==> src/i2c_pkg.sv <==
package i2c_pkg;

  ////////////////////////////////////////////////////////////
  // frame sequencing
  ////////////////////////////////////////////////////////////

  // one state per frame section
  // every section except idle spends two scl phases per bit
  typedef enum logic [3:0] {
    st_idle,
    st_start,
    st_addr,
    st_rw,
    st_ack,
    st_write,
    st_read,
    st_ack2,
    st_stop
  } i2c_state_e;

  ////////////////////////////////////////////////////////////
  // per-master configuration and frame outcome
  ////////////////////////////////////////////////////////////

  // what one master sends on its next frame
  typedef struct packed {
    logic [6:0] addr;
    // 1 = read
    logic       rw;
    // only used on writes
    logic [7:0] wdata;
  } master_cfg_t;

  // snapshot taken at stop
  typedef struct packed {
    logic [6:0] addr;
    logic       rw;
    // byte written, or byte read back
    logic [7:0] data;
    // slave-owned ack slot saw a 1
    logic       nack;
  } frame_result_t;

endpackage

==> src/disp_pkg.sv <==
package disp_pkg;

  ////////////////////////////////////////////////////////////
  // seven-segment display types
  ////////////////////////////////////////////////////////////

  // scan order, left digit first
  // the encoding doubles as the scan counter
  typedef enum logic [1:0] {
    // top 3 address bits
    dig_addr_hi,
    // low address nibble
    dig_addr_lo,
    dig_data_hi,
    dig_data_lo
  } digit_e;

  // segment lines in gfedcba order
  // active low, a 0 lights the segment
  typedef logic [6:0] seg_t;

endpackage

==> src/master_config.sv <==
`timescale 1ns/1ps

module master_config
  import i2c_pkg::*;
(
  input  logic        clk,
  input  logic        reset,
  input  logic        cfg_we,
  input  logic        cfg_sel,
  input  master_cfg_t cfg_word,
  input  logic        go,
  output master_cfg_t cfg0,
  output master_cfg_t cfg1,
  output logic [1:0]  start
);

  ////////////////////////////////////////////////////////////
  // power-up frames
  ////////////////////////////////////////////////////////////

  // master 0 writes 6f to 55
  localparam master_cfg_t CFG0_INIT = '{addr: 7'h55, rw: 1'b0, wdata: 8'h6f};
  // master 1 writes 8f to 47
  localparam master_cfg_t CFG1_INIT = '{addr: 7'h47, rw: 1'b0, wdata: 8'h8f};

  ////////////////////////////////////////////////////////////
  // config registers and start strobes
  ////////////////////////////////////////////////////////////

  always_ff @(posedge clk) begin
    if (reset) begin
      cfg0  <= CFG0_INIT;
      cfg1  <= CFG1_INIT;
      start <= 2'b00;
    end else begin
      // cfg_sel picks the target register
      if (cfg_we) begin
        if (cfg_sel) begin
          cfg1 <= cfg_word;
        end else begin
          cfg0 <= cfg_word;
        end
      end
      // one-hot start, one cycle after go
      // a write in the same cycle is already visible with the pulse
      start <= {go & cfg_sel, go & ~cfg_sel};
    end
  end

endmodule

==> src/i2c_frame_master.sv <==
`timescale 1ns/1ps

module i2c_frame_master
  import i2c_pkg::*;
(
  input  logic          clk,
  input  logic          reset,
  input  logic          grant,
  input  logic          start,
  input  master_cfg_t   cfg,
  input  logic          sda_in,
  output logic          scl,
  output logic          sda,
  output logic          busy,
  output logic          done,
  output frame_result_t result
);

  i2c_state_e  state;
  // 0 = scl low half, 1 = scl high half
  logic        phase;
  logic [2:0]  bit_cnt;
  // tx bits leave from bit 7, rx bits enter at bit 0
  logic [7:0]  shift_q;
  logic        nack;
  master_cfg_t cfg_q;
  logic        accept;
  logic        step;

  // start only lands in idle
  assign accept = (state == st_idle) && start;
  // any non-idle cycle with grant moves one half slot
  assign step   = grant && (state != st_idle);

  ////////////////////////////////////////////////////////////
  // frame FSM, scl and sda
  ////////////////////////////////////////////////////////////

  // state, phase, scl and sda always describe the same half slot
  // each step computes the next half slot and its line levels
  always_ff @(posedge clk) begin
    if (reset) begin
      state   <= st_idle;
      phase   <= 1'b0;
      bit_cnt <= 3'd0;
      scl     <= 1'b1;
      sda     <= 1'b1;
      busy    <= 1'b0;
      done    <= 1'b0;
      nack    <= 1'b0;
    end else begin
      done <= 1'b0;
      if (accept) begin
        busy  <= 1'b1;
        nack  <= 1'b0;
        state <= st_start;
        // idle already shows the first start half (scl 1, sda 1)
        // so a granted accept goes straight to sda low
        phase <= grant;
        sda   <= ~grant;
      end else if (step) begin
        if (!phase) begin
          // low half to high half
          phase <= 1'b1;
          scl   <= 1'b1;
          // start condition, sda falls with scl high
          if (state == st_start) begin
            sda <= 1'b0;
          end
        end else begin
          // high half to the next slot, scl drops by default
          phase <= 1'b0;
          scl   <= 1'b0;
          case (state)
            st_start: begin
              state   <= st_addr;
              bit_cnt <= 3'd6;
              sda     <= shift_q[7];
            end
            st_addr: begin
              // after a0 the next bit out is r/w
              sda <= shift_q[6];
              if (bit_cnt == 3'd0) begin
                state <= st_rw;
              end else begin
                bit_cnt <= bit_cnt - 3'd1;
              end
            end
            st_rw: begin
              // release for the slave ack
              state <= st_ack;
              sda   <= 1'b1;
            end
            st_ack: begin
              nack    <= nack | sda_in;
              bit_cnt <= 3'd7;
              if (cfg_q.rw) begin
                state <= st_read;
                sda   <= 1'b1;
              end else begin
                state <= st_write;
                sda   <= cfg_q.wdata[7];
              end
            end
            st_write: begin
              if (bit_cnt == 3'd0) begin
                state <= st_ack2;
                sda   <= 1'b1;
              end else begin
                bit_cnt <= bit_cnt - 3'd1;
                sda     <= shift_q[6];
              end
            end
            st_read: begin
              // slave owns sda for the whole byte
              sda <= 1'b1;
              if (bit_cnt == 3'd0) begin
                state <= st_ack2;
              end else begin
                bit_cnt <= bit_cnt - 3'd1;
              end
            end
            st_ack2: begin
              // on reads this slot is our own nack, not checked
              if (!cfg_q.rw) begin
                nack <= nack | sda_in;
              end
              state <= st_stop;
              sda   <= 1'b0;
            end
            st_stop: begin
              // stop condition, sda rises with scl high
              state <= st_idle;
              scl   <= 1'b1;
              sda   <= 1'b1;
              busy  <= 1'b0;
              done  <= 1'b1;
            end
            default: begin
              state <= st_idle;
              scl   <= 1'b1;
              sda   <= 1'b1;
            end
          endcase
        end
      end
    end
  end

  ////////////////////////////////////////////////////////////
  // payload, shift register and result
  ////////////////////////////////////////////////////////////

  always_ff @(posedge clk) begin
    if (accept) begin
      cfg_q   <= cfg;
      // address and r/w go out as one 8-bit run
      shift_q <= {cfg.addr, cfg.rw};
    end else if (step && phase) begin
      case (state)
        st_addr, st_write, st_read: begin
          // sample on the high half
          shift_q <= {shift_q[6:0], sda_in};
        end
        st_ack: begin
          if (!cfg_q.rw) begin
            shift_q <= cfg_q.wdata;
          end
        end
        st_stop: begin
          result.addr <= cfg_q.addr;
          result.rw   <= cfg_q.rw;
          result.data <= cfg_q.rw ? shift_q : cfg_q.wdata;
          result.nack <= nack;
        end
        default: begin
          shift_q <= shift_q;
        end
      endcase
    end
  end

endmodule

==> src/hex_display_scan.sv <==
`timescale 1ns/1ps

module hex_display_scan
  import i2c_pkg::*;
  import disp_pkg::*;
#(
  parameter int DIGIT_HOLD = 16
) (
  input  logic          clk,
  input  logic          reset,
  input  logic [1:0]    done,
  input  frame_result_t result0,
  input  frame_result_t result1,
  output frame_result_t last_result,
  output logic [3:0]    anode,
  output seg_t          cathode
);

  localparam int HOLD_W = $clog2(DIGIT_HOLD);

  logic [HOLD_W-1:0] hold_cnt;
  digit_e            digit;
  logic [3:0]        nibble;

  ////////////////////////////////////////////////////////////
  // hex to segment table
  ////////////////////////////////////////////////////////////

  function automatic seg_t hex_to_seg(input logic [3:0] value);
    seg_t seg;
    case (value)
      4'h0: seg = 7'b1000000;
      4'h1: seg = 7'b1111001;
      4'h2: seg = 7'b0100100;
      4'h3: seg = 7'b0110000;
      4'h4: seg = 7'b0011001;
      4'h5: seg = 7'b0010010;
      4'h6: seg = 7'b0000010;
      4'h7: seg = 7'b1111000;
      4'h8: seg = 7'b0000000;
      4'h9: seg = 7'b0010000;
      4'ha: seg = 7'b0001000;
      // lower case b and d
      4'hb: seg = 7'b0000011;
      4'hc: seg = 7'b1000110;
      4'hd: seg = 7'b0100001;
      4'he: seg = 7'b0000110;
      default: seg = 7'b0001110;
    endcase
    return seg;
  endfunction

  ////////////////////////////////////////////////////////////
  // result latch
  ////////////////////////////////////////////////////////////

  // only the granted master can finish, so the two never collide
  always_ff @(posedge clk) begin
    if (reset) begin
      last_result <= '0;
    end else if (done[0]) begin
      last_result <= result0;
    end else if (done[1]) begin
      last_result <= result1;
    end
  end

  ////////////////////////////////////////////////////////////
  // digit scan
  ////////////////////////////////////////////////////////////

  // each digit stays lit for DIGIT_HOLD cycles
  always_ff @(posedge clk) begin
    if (reset) begin
      hold_cnt <= '0;
      digit    <= dig_addr_hi;
    end else if (hold_cnt == HOLD_W'(DIGIT_HOLD - 1)) begin
      hold_cnt <= '0;
      // wraps from data_lo back to addr_hi
      digit    <= digit_e'(digit + 2'd1);
    end else begin
      hold_cnt <= hold_cnt + 1'b1;
    end
  end

  // anode select and nibble mux
  always_comb begin
    case (digit)
      dig_addr_hi: begin
        anode  = 4'b0111;
        // 7-bit address, top digit only 0..7
        nibble = {1'b0, last_result.addr[6:4]};
      end
      dig_addr_lo: begin
        anode  = 4'b1011;
        nibble = last_result.addr[3:0];
      end
      dig_data_hi: begin
        anode  = 4'b1101;
        nibble = last_result.data[7:4];
      end
      default: begin
        anode  = 4'b1110;
        nibble = last_result.data[3:0];
      end
    endcase
  end

  assign cathode = hex_to_seg(nibble);

endmodule

==> src/i2c_dual_master_top.sv <==
`timescale 1ns/1ps

module i2c_dual_master_top
  import i2c_pkg::*;
  import disp_pkg::*;
#(
  parameter int DIGIT_HOLD = 16
) (
  input  logic          clk,
  input  logic          reset,
  input  logic          arb_control,
  input  logic          cfg_we,
  input  logic          cfg_sel,
  input  master_cfg_t   cfg_word,
  input  logic          go,
  input  logic [1:0]    sda_in,
  output logic [1:0]    scl,
  output logic [1:0]    sda,
  output logic [1:0]    busy,
  output frame_result_t last_result,
  output logic [3:0]    anode,
  output seg_t          cathode
);

  master_cfg_t   cfg0;
  master_cfg_t   cfg1;
  logic [1:0]    start;
  logic [1:0]    done;
  frame_result_t result0;
  frame_result_t result1;

  ////////////////////////////////////////////////////////////
  // config and start strobes
  ////////////////////////////////////////////////////////////

  master_config u_config (
    .clk      (clk),
    .reset    (reset),
    .cfg_we   (cfg_we),
    .cfg_sel  (cfg_sel),
    .cfg_word (cfg_word),
    .go       (go),
    .cfg0     (cfg0),
    .cfg1     (cfg1),
    .start    (start)
  );

  ////////////////////////////////////////////////////////////
  // masters, arb_control low grants master 0
  ////////////////////////////////////////////////////////////

  i2c_frame_master u_master0 (
    .clk    (clk),
    .reset  (reset),
    .grant  (~arb_control),
    .start  (start[0]),
    .cfg    (cfg0),
    .sda_in (sda_in[0]),
    .scl    (scl[0]),
    .sda    (sda[0]),
    .busy   (busy[0]),
    .done   (done[0]),
    .result (result0)
  );

  i2c_frame_master u_master1 (
    .clk    (clk),
    .reset  (reset),
    .grant  (arb_control),
    .start  (start[1]),
    .cfg    (cfg1),
    .sda_in (sda_in[1]),
    .scl    (scl[1]),
    .sda    (sda[1]),
    .busy   (busy[1]),
    .done   (done[1]),
    .result (result1)
  );

  // last finished frame on the 4-digit display
  hex_display_scan #(
    .DIGIT_HOLD (DIGIT_HOLD)
  ) u_display (
    .clk         (clk),
    .reset       (reset),
    .done        (done),
    .result0     (result0),
    .result1     (result1),
    .last_result (last_result),
    .anode       (anode),
    .cathode     (cathode)
  );

endmodule

==> config.mk <==
export PLATFORM = sky130hd
export DESIGN_NAME = i2c_dual_master_top
export DESIGN_NICKNAME = d
export VERILOG_FILES = /design/src/i2c_pkg.sv /design/src/disp_pkg.sv /design/src/master_config.sv /design/src/i2c_frame_master.sv /design/src/hex_display_scan.sv /design/src/i2c_dual_master_top.sv
export SDC_FILE = /design/constraint.sdc
export NUM_CORES = 1
export LEC_CHECK = 0
export ABC_AREA = 1
export ABC_CLOCK_PERIOD_IN_PS = 3200
export BUFFER_PORTS_ARGS = -buffer_cell sky130_fd_sc_hd__buf_2
export CAP_MARGIN = 20
export CORE_ASPECT_RATIO = 0.9
export CORE_MARGIN = 10
export CORE_UTILIZATION = 58
export CTS_BUF_LIST = sky130_fd_sc_hd__clkbuf_4
export CTS_CLUSTER_DIAMETER = 100
export DETAILED_ROUTE_END_ITERATION = 6
export HOLD_SLACK_MARGIN = 0.15
export PLACE_DENSITY = 0.76
export RECOVER_POWER = 50
export SETUP_SLACK_MARGIN = 0.1
export SYNTH_ARGS = -nofsm -noshare
export SYNTH_HDL_FRONTEND = slang
export SYNTH_HIERARCHICAL = 1
export SYNTH_SLANG_ARGS = --single-unit
==> constraint.sdc <==
create_clock -name clk -period 3.2 [get_ports clk]
set_clock_uncertainty 0.05 [all_clocks]
set_input_delay 0.48 -clock clk [delete_from_list [all_inputs] [get_ports clk]]
set_output_delay 0.48 -clock clk [all_outputs]
set_load 0.01 [all_outputs]
==> results of run 1 <==
==> final cells by class <==
cell class / instances / area [um2] / area share
tap: 164 / 205 / 0.0246
multi-input combinational: 561 / 2750 / 0.330
clock inverter: 14 / 175 / 0.0210
timing repair buffer: 79 / 478 / 0.0573
clock buffer: 18 / 135 / 0.0162
inverter: 126 / 473 / 0.0567
sequential: 165 / 4130 / 0.495
==> cell families after synthesis <==
logic type	Yosys count	synth area share
multiplexers	12	0.0159
XOR/XNOR	3	0.00347
AND/OR/NAND/NOR	432	0.252
flip-flops	165	0.545
adder cells (fa/ha/maj)	15	0.0248
buffers and inverters	151	0.0868
AO/OA/AOI/OAI	99	0.0724
==> per-stage QoR <==
stage / util / instance area [um2] / hold WS, ns / setup WS [ns] / power [mW]
after floorplan: - / 7570 / 0.350 / 0.979 / 2.44
after global placement: 0.621 / 7910 / 0.352 / 0.736 / 2.50
after detailed placement: 0.621 / 7910 / 0.355 / 0.654 / 2.50
after CTS: 0.659 / 8390 / 0.154 / 0.129 / 3.80
after global routing: 0.655 / 8340 / 0.160 / 0.126 / 3.93
final: 0.655 / 8340 / 0.181 / 0.326 / 3.77
==> power by group through the flow <==
| stage | registers (mW) | clock network (mW) | logic [mW] |
|---|---|---|---|
| floorplan | 2.33 | 0 | 0.116 |
| global placement | 2.34 | 0 | 0.156 |
| detailed placement | 2.34 | 0 | 0.159 |
| CTS | 2.30 | 1.33 | 0.176 |
| global route | 2.30 | 1.42 | 0.199 |
| finish | 2.30 | 1.30 | 0.175 |
==> worst max path at each step <==
| stage | from | endpoint | slack (ns) | cells after the start |
|---|---|---|---|---|
| final | u_display/digit[0]$_SDFFE_PP0P_ | cathode[3] | 0.33 | 12 |
| after global routing | u_display/digit[0]$_SDFFE_PP0P_ | cathode[6] | 0.13 | 12 |
| after detailed placement | u_display/digit[0]$_SDFFE_PP0P_ | cathode[3] | 0.65 | 12 |
| after floorplan | u_display/digit[0]$_SDFFE_PP0P_ | cathode[3] | 0.98 | 11 |
| after global placement | u_display/digit[0]$_SDFFE_PP0P_ | cathode[3] | 0.74 | 12 |
| after CTS | u_display/digit[0]$_SDFFE_PP0P_ | cathode[3] | 0.13 | 12 |
==> flip-flops by register name, indices dropped and copies added (netlist names), 2 cells and up <==
signal	flops
u_config/cfg0	16
u_config/cfg1	16
u_config/start	2
u_display/digit	2
u_display/hold_cnt	4
u_display/last_result	17
u_master0/bit_cnt	3
u_master0/cfg_q	16
u_master0/result	17
u_master0/shift_q	8
u_master0/state	4
u_master1/bit_cnt	3
u_master1/cfg_q	16
u_master1/result	17
u_master1/shift_q	8
u_master1/state	4
==> cell usage in the layout (no fill, tap or decap), drive strengths merged, types with 12 or more instances in the layout <==
| master | Yosys | final |
|---|---|---|
| ha | 15 | 15 |
| mux2i | 12 | 12 |
| a31oi | 16 | 16 |
| buf | 22 | 50 |
| nand2 | 228 | 228 |
| edfxtp | 82 | 82 |
| dlygate4sd3 | 0 | 17 |
| o21ai | 61 | 61 |
| nor2 | 121 | 121 |
| inv | 126 | 130 |
| clkbuf | 3 | 30 |
| a21oi | 15 | 15 |
| dfxtp | 83 | 83 |
| nand3 | 71 | 71 |
==> critical path: stages (launching register included) <==
cell and delay (ns):
dfxtp_2 0.37, inv_1 0.08, ha_2 0.22, nand2_1 0.07, nand2_1 0.08, o21ai_4 0.23
inv_1 0.11, ha_1 0.23, nand3_1 0.12, nand2_1 0.07, nand2_1 0.05, nand2_1 0.05
buf_2 0.13
==> what timing repair did <==
| item | 4_1_cts | 5_1_grt |
|---|---|---|
| pin swaps | 0 | 1 |
| gates resized for setup | 1 | 7 |
| cloned | 0 | 0 |
| buffers inserted | 0 | 1 |
| endpoints found under the setup margin | 3 | 6 |
| hold buffers | 17 | 0 |
| endpoints found under the hold margin | 27 | 0 |
==> metal layers <==
metal,up-vias,wire length (um),GRT usage
li1,2975,-,-
met1,2673,7690,0.247
met2,201,7240,0.282
met3,11,1240,0.0474
met4,0,163,0.0540
met5,-,0,0
==> metrics.md, run 1 <==
| Metric | Value |
|---|---|
| Status | `finished, final reports clean` |
| Sequential share of power | `0.608` |
| Reg2Reg Capture Point | `u_master0/shift_q[7]$_DFFE_PP_` |
| Critical Path RT | `2.67 ns` |
| Synth top area share | `0.325` |
| Max transition margin | `0.391` |
| Final period utilization | `0.898` |
| I/O pins | `58` |
| Sum Neg Setup Slack | `0 ns` |
| Critical Path Start Type | `flop` |
| Crit path capture type | `output port` |
| Worst Max-Slew Pin Slew | `0.913 ns` |
| DR vias | `5860` |
| Htree depth | `4` |
| CTS max path bufs | `2` |
| Die area | `18000 um2` |
| Initial Util | `0.594` |
| Share of cells above drive strength 1 | `0.138` |
| Combinational share of power | `0.046` |
| Final std cells w/o fill | `1127` |
| DP Wirelength | `11800 um` |
| Synth Instances | `877` |
| Worst R2R Setup Slack | `0.52 ns` |
| CP Max Fanout | `6` |
| Antenna Nets Post-Route | `0` |
| CTS tree | `done` |
| Net Switching | `0.886 mW` |
| DIE HEIGHT | `128 um` |
| Largest net degree at the start of global routing | `33` |
| Vias in the first global route | `5432` |
| Setup Viol. Count Final | `0` |
| RSZ-0062 raised after global routing | `false` |
| Nets | `989` |
| Synthesized area | `7570 um2` |
| Int Power | `2.89 mW` |
| Area of the core | `12700 um2` |
| Row Count | `39` |
| Area Overhead vs Synth | `10.2%` |
| Reg-to-Reg Start | `u_master0/state[1]$_SDFFE_PP0P_` |
| Synth cell types | `34` |
| P_leak | `3.72 nW` |
| Pwr dens | `452 nW/um2` |
| First-pass GRT wire length | `27000 um` |
| Synth Flop Type | `dfxtp_1` |
| Die outline width | `140 um` |
| Clk_lat worst skew | `0.55 ns` |
| Yosys top cell by area | `edfxtp_1` |
| Initial antenna violation count | `0` |
| Register-to-Register Path Depth | `4` |
| Switching Fraction | `0.235` |
| Seq/Total Area, Yosys | `0.545` |
| Syn avg cell area | `8.63 um2` |
| Worst vdd ir | `0.423 mV` |
| Root buffer selected by CTS | `clkbuf_4` |
| Hold Path Depth | `3` |
| Ant diodes | `0` |
| Min cycle time layout | `2.87 ns` |
| Fmax | `348 MHz` |
| Number of flops mapped to enable cells by yosys | `82` |
| Worst EP arrival | `2.34 ns` |
| Critical path class | `reg2out` |
| Worst Hold Path EP | `u_config/cfg1[8]$_SDFFE_PP0P_` |
| Fin. max-slew vios | `0` |
| DR WL/cell | `14.5 um` |
| Total CTS buffers | `17` |
| Global placer's final weighted congestion | `0.876` |
| Top cells by area, synth | `edfxtp_1 33%, dfxtp_1 22%, nand2_1 11%` |
| Seq cells post-synth | `165` |
| Vias per cell | `5.20` |
| Clock slew at reported path FFs | `0.13 ns` |
| Syn. warnings | `6` |
| Worst min path class | `in2reg` |
| Synth async-reset ratio | `0` |
| Hold wc startpoint | `cfg_word[8]` |
| Clock Power Share | `0.346` |
| Detailed Routing Iterations Pass 1 | `5` |
| Routed WL | `16300 um` |
| DRC | `0` |
| CTS sink count | `165` |
| Synthesized Nets | `916` |
| Grt total ovfl | `0` |
| Top-count cell post-synth | `nand2_1` |
| Final Hold Fails | `0` |
| Port Buffer Count | `57` |
| Tot GR Track Use | `0.182` |
| First DRT Iteration DRCs | `580` |
| Max cap viols | `0` |
| Filler instances | `1073` |
| Top post-synthesis cells by count | `214 x nand2_1, 111 x inv_1, 103 x nor2_1, 83 x dfxtp_1, 82 x edfxtp_1` |
| DP Cell Count | `1077` |
(Power assumes the default switching activity.)
==> run 2: changes to the inputs <==
CORE_UTILIZATION = 55   (was 58)
PLACE_DENSITY = 0.73   (was 0.76)
==> run 2 against run 1 <==
Highest routed layer unchanged. Clock-buffer cell count is 3 higher. Global-route usage is 0.67 points lower. Maximum frequency down 0.83%. Register-to-register slack worse by 0.02 ns. Sequential share of layout area is essentially flat.
==> metrics.md, run 2 (synthesis gave the netlist of run 1 again) <==
| Metric | Value |
|---|---|
| Status | `finished, final reports clean` |
| Root buffer selected by CTS | `clkbuf_4` |
| Share of cells above drive strength 1 | `0.143 (+0.00475)` |
| Commonest non-fill, non-tap cell in the layout | `nand2_1` |
| DRC | `0 (unchanged)` |
| Setup Viol. Count Final | `0 (unchanged)` |
| Die outline width | `144 um (+2.3%)` |
| Area Overhead vs Synth | `10.2% (about the same)` |
| Clock Power Share | `0.315 (-0.031)` |
| Port Buffer Count | `57 (unchanged)` |
| Fin. max-slew vios | `0 (unchanged)` |
| Final Hold Fails | `0 (unchanged)` |
| Vias per cell | `5.14 (-1.2%)` |
| Critical Path Start Type | `flop` |
| DIE HEIGHT | `131 um (+2.3%)` |
| Critical path class | `reg2out` |
| CTS sink count | `165 (unchanged)` |
| Nets | `992 (+0.30%)` |
| Int Power | `2.75 mW (-4.6%)` |
| Pwr dens | `433 nW/um2 (-4.3%)` |
| Worst Max-Slew Pin Slew | `0.914 ns (+0.00134 ns)` |
| Final period utilization | `0.906 (+0.00752)` |
| Worst EP arrival | `2.37 ns (+0.03 ns)` |
| CP Max Fanout | `6 (unchanged)` |
| Die area | `18900 um2 (+4.6%)` |
| Fin util | `0.622 (-0.0332)` |
| Min cycle time layout | `2.90 ns (+0.0241 ns)` |
| DR WL/cell | `14.4 um (-0.67%)` |
| Antenna Nets Post-Route | `0 (unchanged)` |
| Max transition margin | `0.390 (-0.000895)` |
| Net Switching | `0.858 mW (-3.2%)` |
| Row Count | `40 (+2.6%)` |
| Max cap viols | `0 (unchanged)` |
| I/O pins | `58 (unchanged)` |
| Most frequent cells in the layout | `217 x nand2_1, 112 x inv_1, 106 x nor2_1, 82 x dfxtp_1, 82 x edfxtp_1` |
| P_leak | `3.72 nW (+0.16%)` |
| Htree depth | `4 (unchanged)` |
| Fmax | `345 MHz (-0.83%)` |
| Grt total ovfl | `0 (unchanged)` |
| Sequential share of power | `0.635 (+0.027)` |
| CTS tree | `done` |
| Worst vdd ir | `0.318 mV (-25%)` |
| CTS max path bufs | `2 (unchanged)` |
| Initial Util | `0.564 (-0.0300)` |
| First DRT Iteration DRCs | `572 (-1.4%)` |
| Total CTS buffers | `17 (unchanged)` |
| Sum Neg Setup Slack | `0 ns (unchanged)` |
| Initial antenna violation count | `1 (+1)` |
| DR vias | `5833 (-0.46%)` |
| Detailed Routing Iterations Pass 1 | `6 (+1)` |
| Area of the core | `13400 um2 (+5.3%)` |
| RSZ-0062 raised after global routing | `false` |
| First-pass GRT wire length | `26600 um (-1.5%)` |
| Global placer's final weighted congestion | `0.879 (+0.40%)` |
| Routed WL | `16300 um (about the same)` |
| Largest net degree at the start of global routing | `33 (unchanged)` |
| Crit path capture type | `output port` |
| Clock slew at reported path FFs | `0.13 ns (about the same)` |
| Tot GR Track Use | `0.175 (-0.00665)` |
| Critical Path RT | `2.67 ns (about the same)` |
| DP Wirelength | `11700 um (-1.1%)` |
| Vias in the first global route | `5319 (-2.1%)` |
| Clk_lat worst skew | `0.55 ns (about the same)` |
| Switching Fraction | `0.237 (+0.00264)` |
| Combinational share of power | `0.049 (+0.003)` |
| Regs by FF count | `u_display/last_result: 17 flops, u_master0/result: 17 flops, u_master1/result: 17 flops` |
| Worst min path class | `in2reg` |
run 2: cell type report:
cell class / instances / area (um2)
diodes: 1 / 2.50
clock buffers: 21 / 158
multi-input cells: 561 / 2760
well taps: 168 / 210
clock inverters: 11 / 100
flip-flops and latches: 165 / 4130
fillers: 1183 / 5070
repair buffers: 82 / 510
inverters: 126 / 473
run 2: final timing paths:
check	startpoint	to	slack [ns]	cells after the start
min	arb_control	u_master1/phase$_SDFFE_PP0P_	0.23	3
max	u_display/digit[0]$_SDFFE_PP0P_	cathode[3]	0.30	12
max reg2reg	u_master0/state[1]$_SDFFE_PP0P_	u_master0/shift_q[7]$_DFFE_PP_	0.50	4
min reg2reg	u_master1/cfg_q[15]$_DFFE_PP_	u_master1/result[16]$_DFFE_PP_	0.38	0
run 2: power by group through the flow:
stage | sequential [mW] | combinational (mW) | clock [mW]
3_3_place_gp | 2.34 | 0.157 | 0
6_report | 2.29 | 0.179 | 1.14
3_5_place_dp | 2.34 | 0.160 | 0
2_1_floorplan | 2.33 | 0.116 | 0
4_1_cts | 2.29 | 0.178 | 1.17
5_1_grt | 2.30 | 0.203 | 1.27
run 2: timing repair:
item / in CTS / in global routing
pin swaps: 0 / 2
resized for setup: 2 / 9
setup endpoints to repair: 4 / 6
gates cloned: 0 / 0
hold buffers: 19 / 1
buffers inserted: 0 / 1
endpoints found under the hold margin: 29 / 1
run 2: through the flow:
| stage | setup WS [ns] | total power [mW] | hold slack (ns) | std cells | cell area [um2] |
|---|---|---|---|---|---|
| after floorplan | 0.979 | 2.44 | 0.350 | 877 | 7570 |
| after global placement | 0.755 | 2.50 | 0.354 | 1081 | 7910 |
| after detailed placement | 0.635 | 2.50 | 0.355 | 1081 | 7910 |
| after CTS | 0.142 | 3.64 | 0.156 | 1132 | 8370 |
| after global routing | 0.0745 | 3.78 | 0.177 | 1135 | 8340 |
| final | 0.302 | 3.61 | 0.227 | 1135 | 8340 |
run 2: critical path, cell delays in order, from the launching register on:
cell and delay [ns]:
dfxtp_1 0.38, inv_1 0.10, ha_2 0.23, nand2_1 0.07
nand2_1 0.08, o21ai_4 0.23, ha_1 0.29, inv_1 0.06
nand3_1 0.06, nand2_1 0.08, nand2_1 0.05, nand2_1 0.07
buf_2 0.12
run 2: per-layer routing:
metal / vias to the layer above / GRT usage / wire [um]
met5: - / 0 / 0
met4: 0 / 0.0590 / 319
met3: 26 / 0.0605 / 1380
met2: 207 / 0.251 / 7060
met1: 2618 / 0.241 / 7570
li1: 2982 / - / -
==> run 3: changes to the inputs <==
CORE_MARGIN = 1.5   (was 10)
SLEW_MARGIN = 20   (was not set)
==> run 3 against run 2 <==
Clock power rose by 9.6%. First-iteration DRC count fell by 5.6%. Worst hold slack got worse by 0.020 ns. Routed wire length fell by 1.9%. Register-to-register slack improved by 0.10 ns. Die area fell by 23%. Total power rose by 3.0%.
==> metrics.md, run 3 (synthesis gave the netlist of run 1 again) <==
| Metric | Value |
|---|---|
| RSZ-0062 raised after global routing | `false` |
| DRC | `0 (unchanged)` |
| Grt total ovfl | `0 (unchanged)` |
| CTS max path bufs | `2 (unchanged)` |
| CTS sink count | `165 (unchanged)` |
| Die outline width | `127 um (-12%)` |
| Reg2Reg Capture Point | `u_master0/shift_q[7]$_DFFE_PP_` |
| Commonest non-fill, non-tap cell in the layout | `nand2_1` |
| Most frequent cells in the layout | `216 x nand2_1, 112 x inv_1, 106 x nor2_1, 82 x dfxtp_1, 82 x edfxtp_1` |
| Area Overhead vs Synth | `10.5%` |
| Critical path class | `reg2out` |
| Sum Neg Setup Slack | `0 ns (unchanged)` |
| Worst Hold Path EP | `u_master1/nack$_SDFFE_PP0P_` |
| CP Max Fanout | `5 (-1)` |
| Max transition margin | `0.386 (-0.00360)` |
| GRT met2 Usage | `0.375 (+0.124)` |
| CTS tree | `done` |
| Min cycle time layout | `2.89 ns (-0.00872 ns)` |
| Detailed Routing Iterations Pass 1 | `5 (-1)` |
| Critical Path RT | `2.67 ns (about the same)` |
| P_leak | `3.73 nW (+0.25%)` |
| Pwr dens | `444 nW/um2 (+2.6%)` |
| Worst min path class | `in2reg` |
| Htree depth | `4 (unchanged)` |
| I/O pins | `58 (unchanged)` |
| Nets | `991 (-0.10%)` |
| DIE HEIGHT | `114 um (-13%)` |
| Share of cells above drive strength 1 | `0.144 (+0.00118)` |
| Worst R2R Setup Slack | `0.60 ns (+0.10 ns)` |
| Largest net degree at the start of global routing | `33 (unchanged)` |
| Gr busiest metal | `met2` |
| Initial Util | `0.564 (unchanged)` |
| Final period utilization | `0.903 (-0.00272)` |
| Hold wc startpoint | `sda_in[1]` |
| Met3 Resource Use GR | `0.0542 (-0.00631)` |
| Clock slew at reported path FFs | `0.12 ns (about the same)` |
| Root buffer selected by CTS | `clkbuf_4` |
| Antenna Nets Post-Route | `0 (unchanged)` |
| Critical Path Start Type | `flop` |
| Port Buffer Count | `57 (unchanged)` |
| Worst EP arrival | `2.36 ns (about the same)` |
| Post-DP Area | `7910 um2 (unchanged)` |
| Die area | `14500 um2 (-23%)` |
| DP Wirelength | `11300 um (-2.7%)` |
| DR WL/cell | `14.1 um (-1.8%)` |
| Crit path capture type | `output port` |
| Initial antenna violation count | `1 (unchanged)` |
| Vias per cell | `5.16 (+0.48%)` |
| Routed WL | `16000 um (-1.9%)` |
| Fmax | `346 MHz (+0.30%)` |
| Global placer's final weighted congestion | `0.909 (+3.4%)` |
| Regs by FF count | `u_display/last_result: 17 flops, u_master0/result: 17 flops, u_master1/result: 17 flops` |
| Max cap viols | `0 (unchanged)` |
| DR vias | `5856 (+0.39%)` |
| First DRT Iteration DRCs | `540 (-5.6%)` |
| First-pass GRT wire length | `26200 um (-1.5%)` |
| Hold Path Depth | `3 (unchanged)` |
| Met1 Usage GRT | `0.321 (+0.0800)` |
| Final Hold Fails | `0 (unchanged)` |
| Row Count | `40 (unchanged)` |
| Clk_lat worst skew | `0.54 ns (about the same)` |
| Filler instances | `1189 (+0.51%)` |
| Status | `finished, final reports clean` |
| Register-to-Register Path Depth | `4 (unchanged)` |
| Reg-to-Reg Start | `u_master0/state[1]$_SDFFE_PP0P_` |
| Vias in the first global route | `5382 (+1.2%)` |
| Final instance area | `8370 um2 (+0.30%)` |
| Fin. max-slew vios | `0 (unchanged)` |
| Worst Max-Slew Pin Slew | `0.920 ns (+0.00539 ns)` |
| Worst vdd ir | `0.339 mV (+6.9%)` |
| Setup Viol. Count Final | `0 (unchanged)` |
| Area of the core | `13400 um2 (unchanged)` |
| Total CTS buffers | `17 (unchanged)` |
| Tot GR Track Use | `0.235 (+0.0594)` |
[run 3: cell count changes in the layout (fill, tap and decap cells not counted), sizes merged]
cell         change
buf              +2
bufinv           +2
clkbuf           -1
clkinvlp         +1
dlygate4sd3      -2
inv              -3
[run 3: critical path, stage by stage (launching register included)]
cell	delay, ns
dfxtp_1	0.38
inv_1	0.09
ha_1	0.22
nand2_1	0.08
nand2_1	0.10
o21bai_4	0.22
ha_1	0.29
inv_1	0.07
nand3_1	0.07
nand2_1	0.08
nand2_1	0.05
nand2_1	0.07
buf_2	0.12
[run 3: worst max path at each step]
stage                                     from         end  slack [ns]  cells after the start
6_report       u_display/digit[1]$_SDFFE_PP0P_  cathode[3]        0.31                     12
4_1_cts        u_display/digit[0]$_SDFFE_PP0P_  cathode[6]        0.17                     12
3_5_place_dp   u_display/digit[0]$_SDFFE_PP0P_  cathode[6]        0.66                     12
3_3_place_gp   u_display/digit[0]$_SDFFE_PP0P_  cathode[3]        0.75                     12
2_1_floorplan  u_display/digit[0]$_SDFFE_PP0P_  cathode[3]        0.98                     11
5_1_grt        u_display/digit[0]$_SDFFE_PP0P_  cathode[3]        0.10                     12
[run 3: per-layer routing]
metal	wire length [um]	part of all wire
met1	7630	0.48
met2	7270	0.45
met3	868	0.054
met4	259	0.016
met5	0	0
[run 3: cell type report]
cell class	instances	area, um2	area share
Sequential cell	165	4130	0.493
Multi-Input combinational cell	561	2760	0.330
Timing Repair Buffer	81	499	0.0597
Inverter	126	473	0.0565
Tap cell	168	210	0.0251
Clock buffer	21	158	0.0188
Clock inverter	11	136	0.0163
Antenna cell	1	2.50	0.000299
[run 3: where the power goes]
group | internal [mW] | switching, mW | total [mW]
Sequential | 2.26 | 0.0340 | 2.29
Combinational | 0.0673 | 0.108 | 0.175
Clock | 0.569 | 0.679 | 1.25
Total | 2.90 | 0.821 | 3.72
[run 3: repair_timing]
item / 4_1_cts / 5_1_grt
endpoints found under the setup margin: 3 / 5
resized for setup: 2 / 7
pin swaps: 0 / 2
setup buffers: 0 / 2
endpoints found under the hold margin: 28 / 0
hold buffers: 18 / 0
[run 3: per-stage QoR]
stage / cells / power (mW) / worst slack [ns] / hold slack (ns) / utilization
after floorplan: 877 / 2.44 / 0.979 / 0.350 / -
after global placement: 1081 / 2.50 / 0.749 / 0.352 / 0.590
after detailed placement: 1081 / 2.50 / 0.656 / 0.359 / 0.590
after CTS: 1131 / 3.75 / 0.169 / 0.168 / 0.626
after global routing: 1134 / 3.88 / 0.104 / 0.158 / 0.624
final: 1134 / 3.72 / 0.311 / 0.208 / 0.624
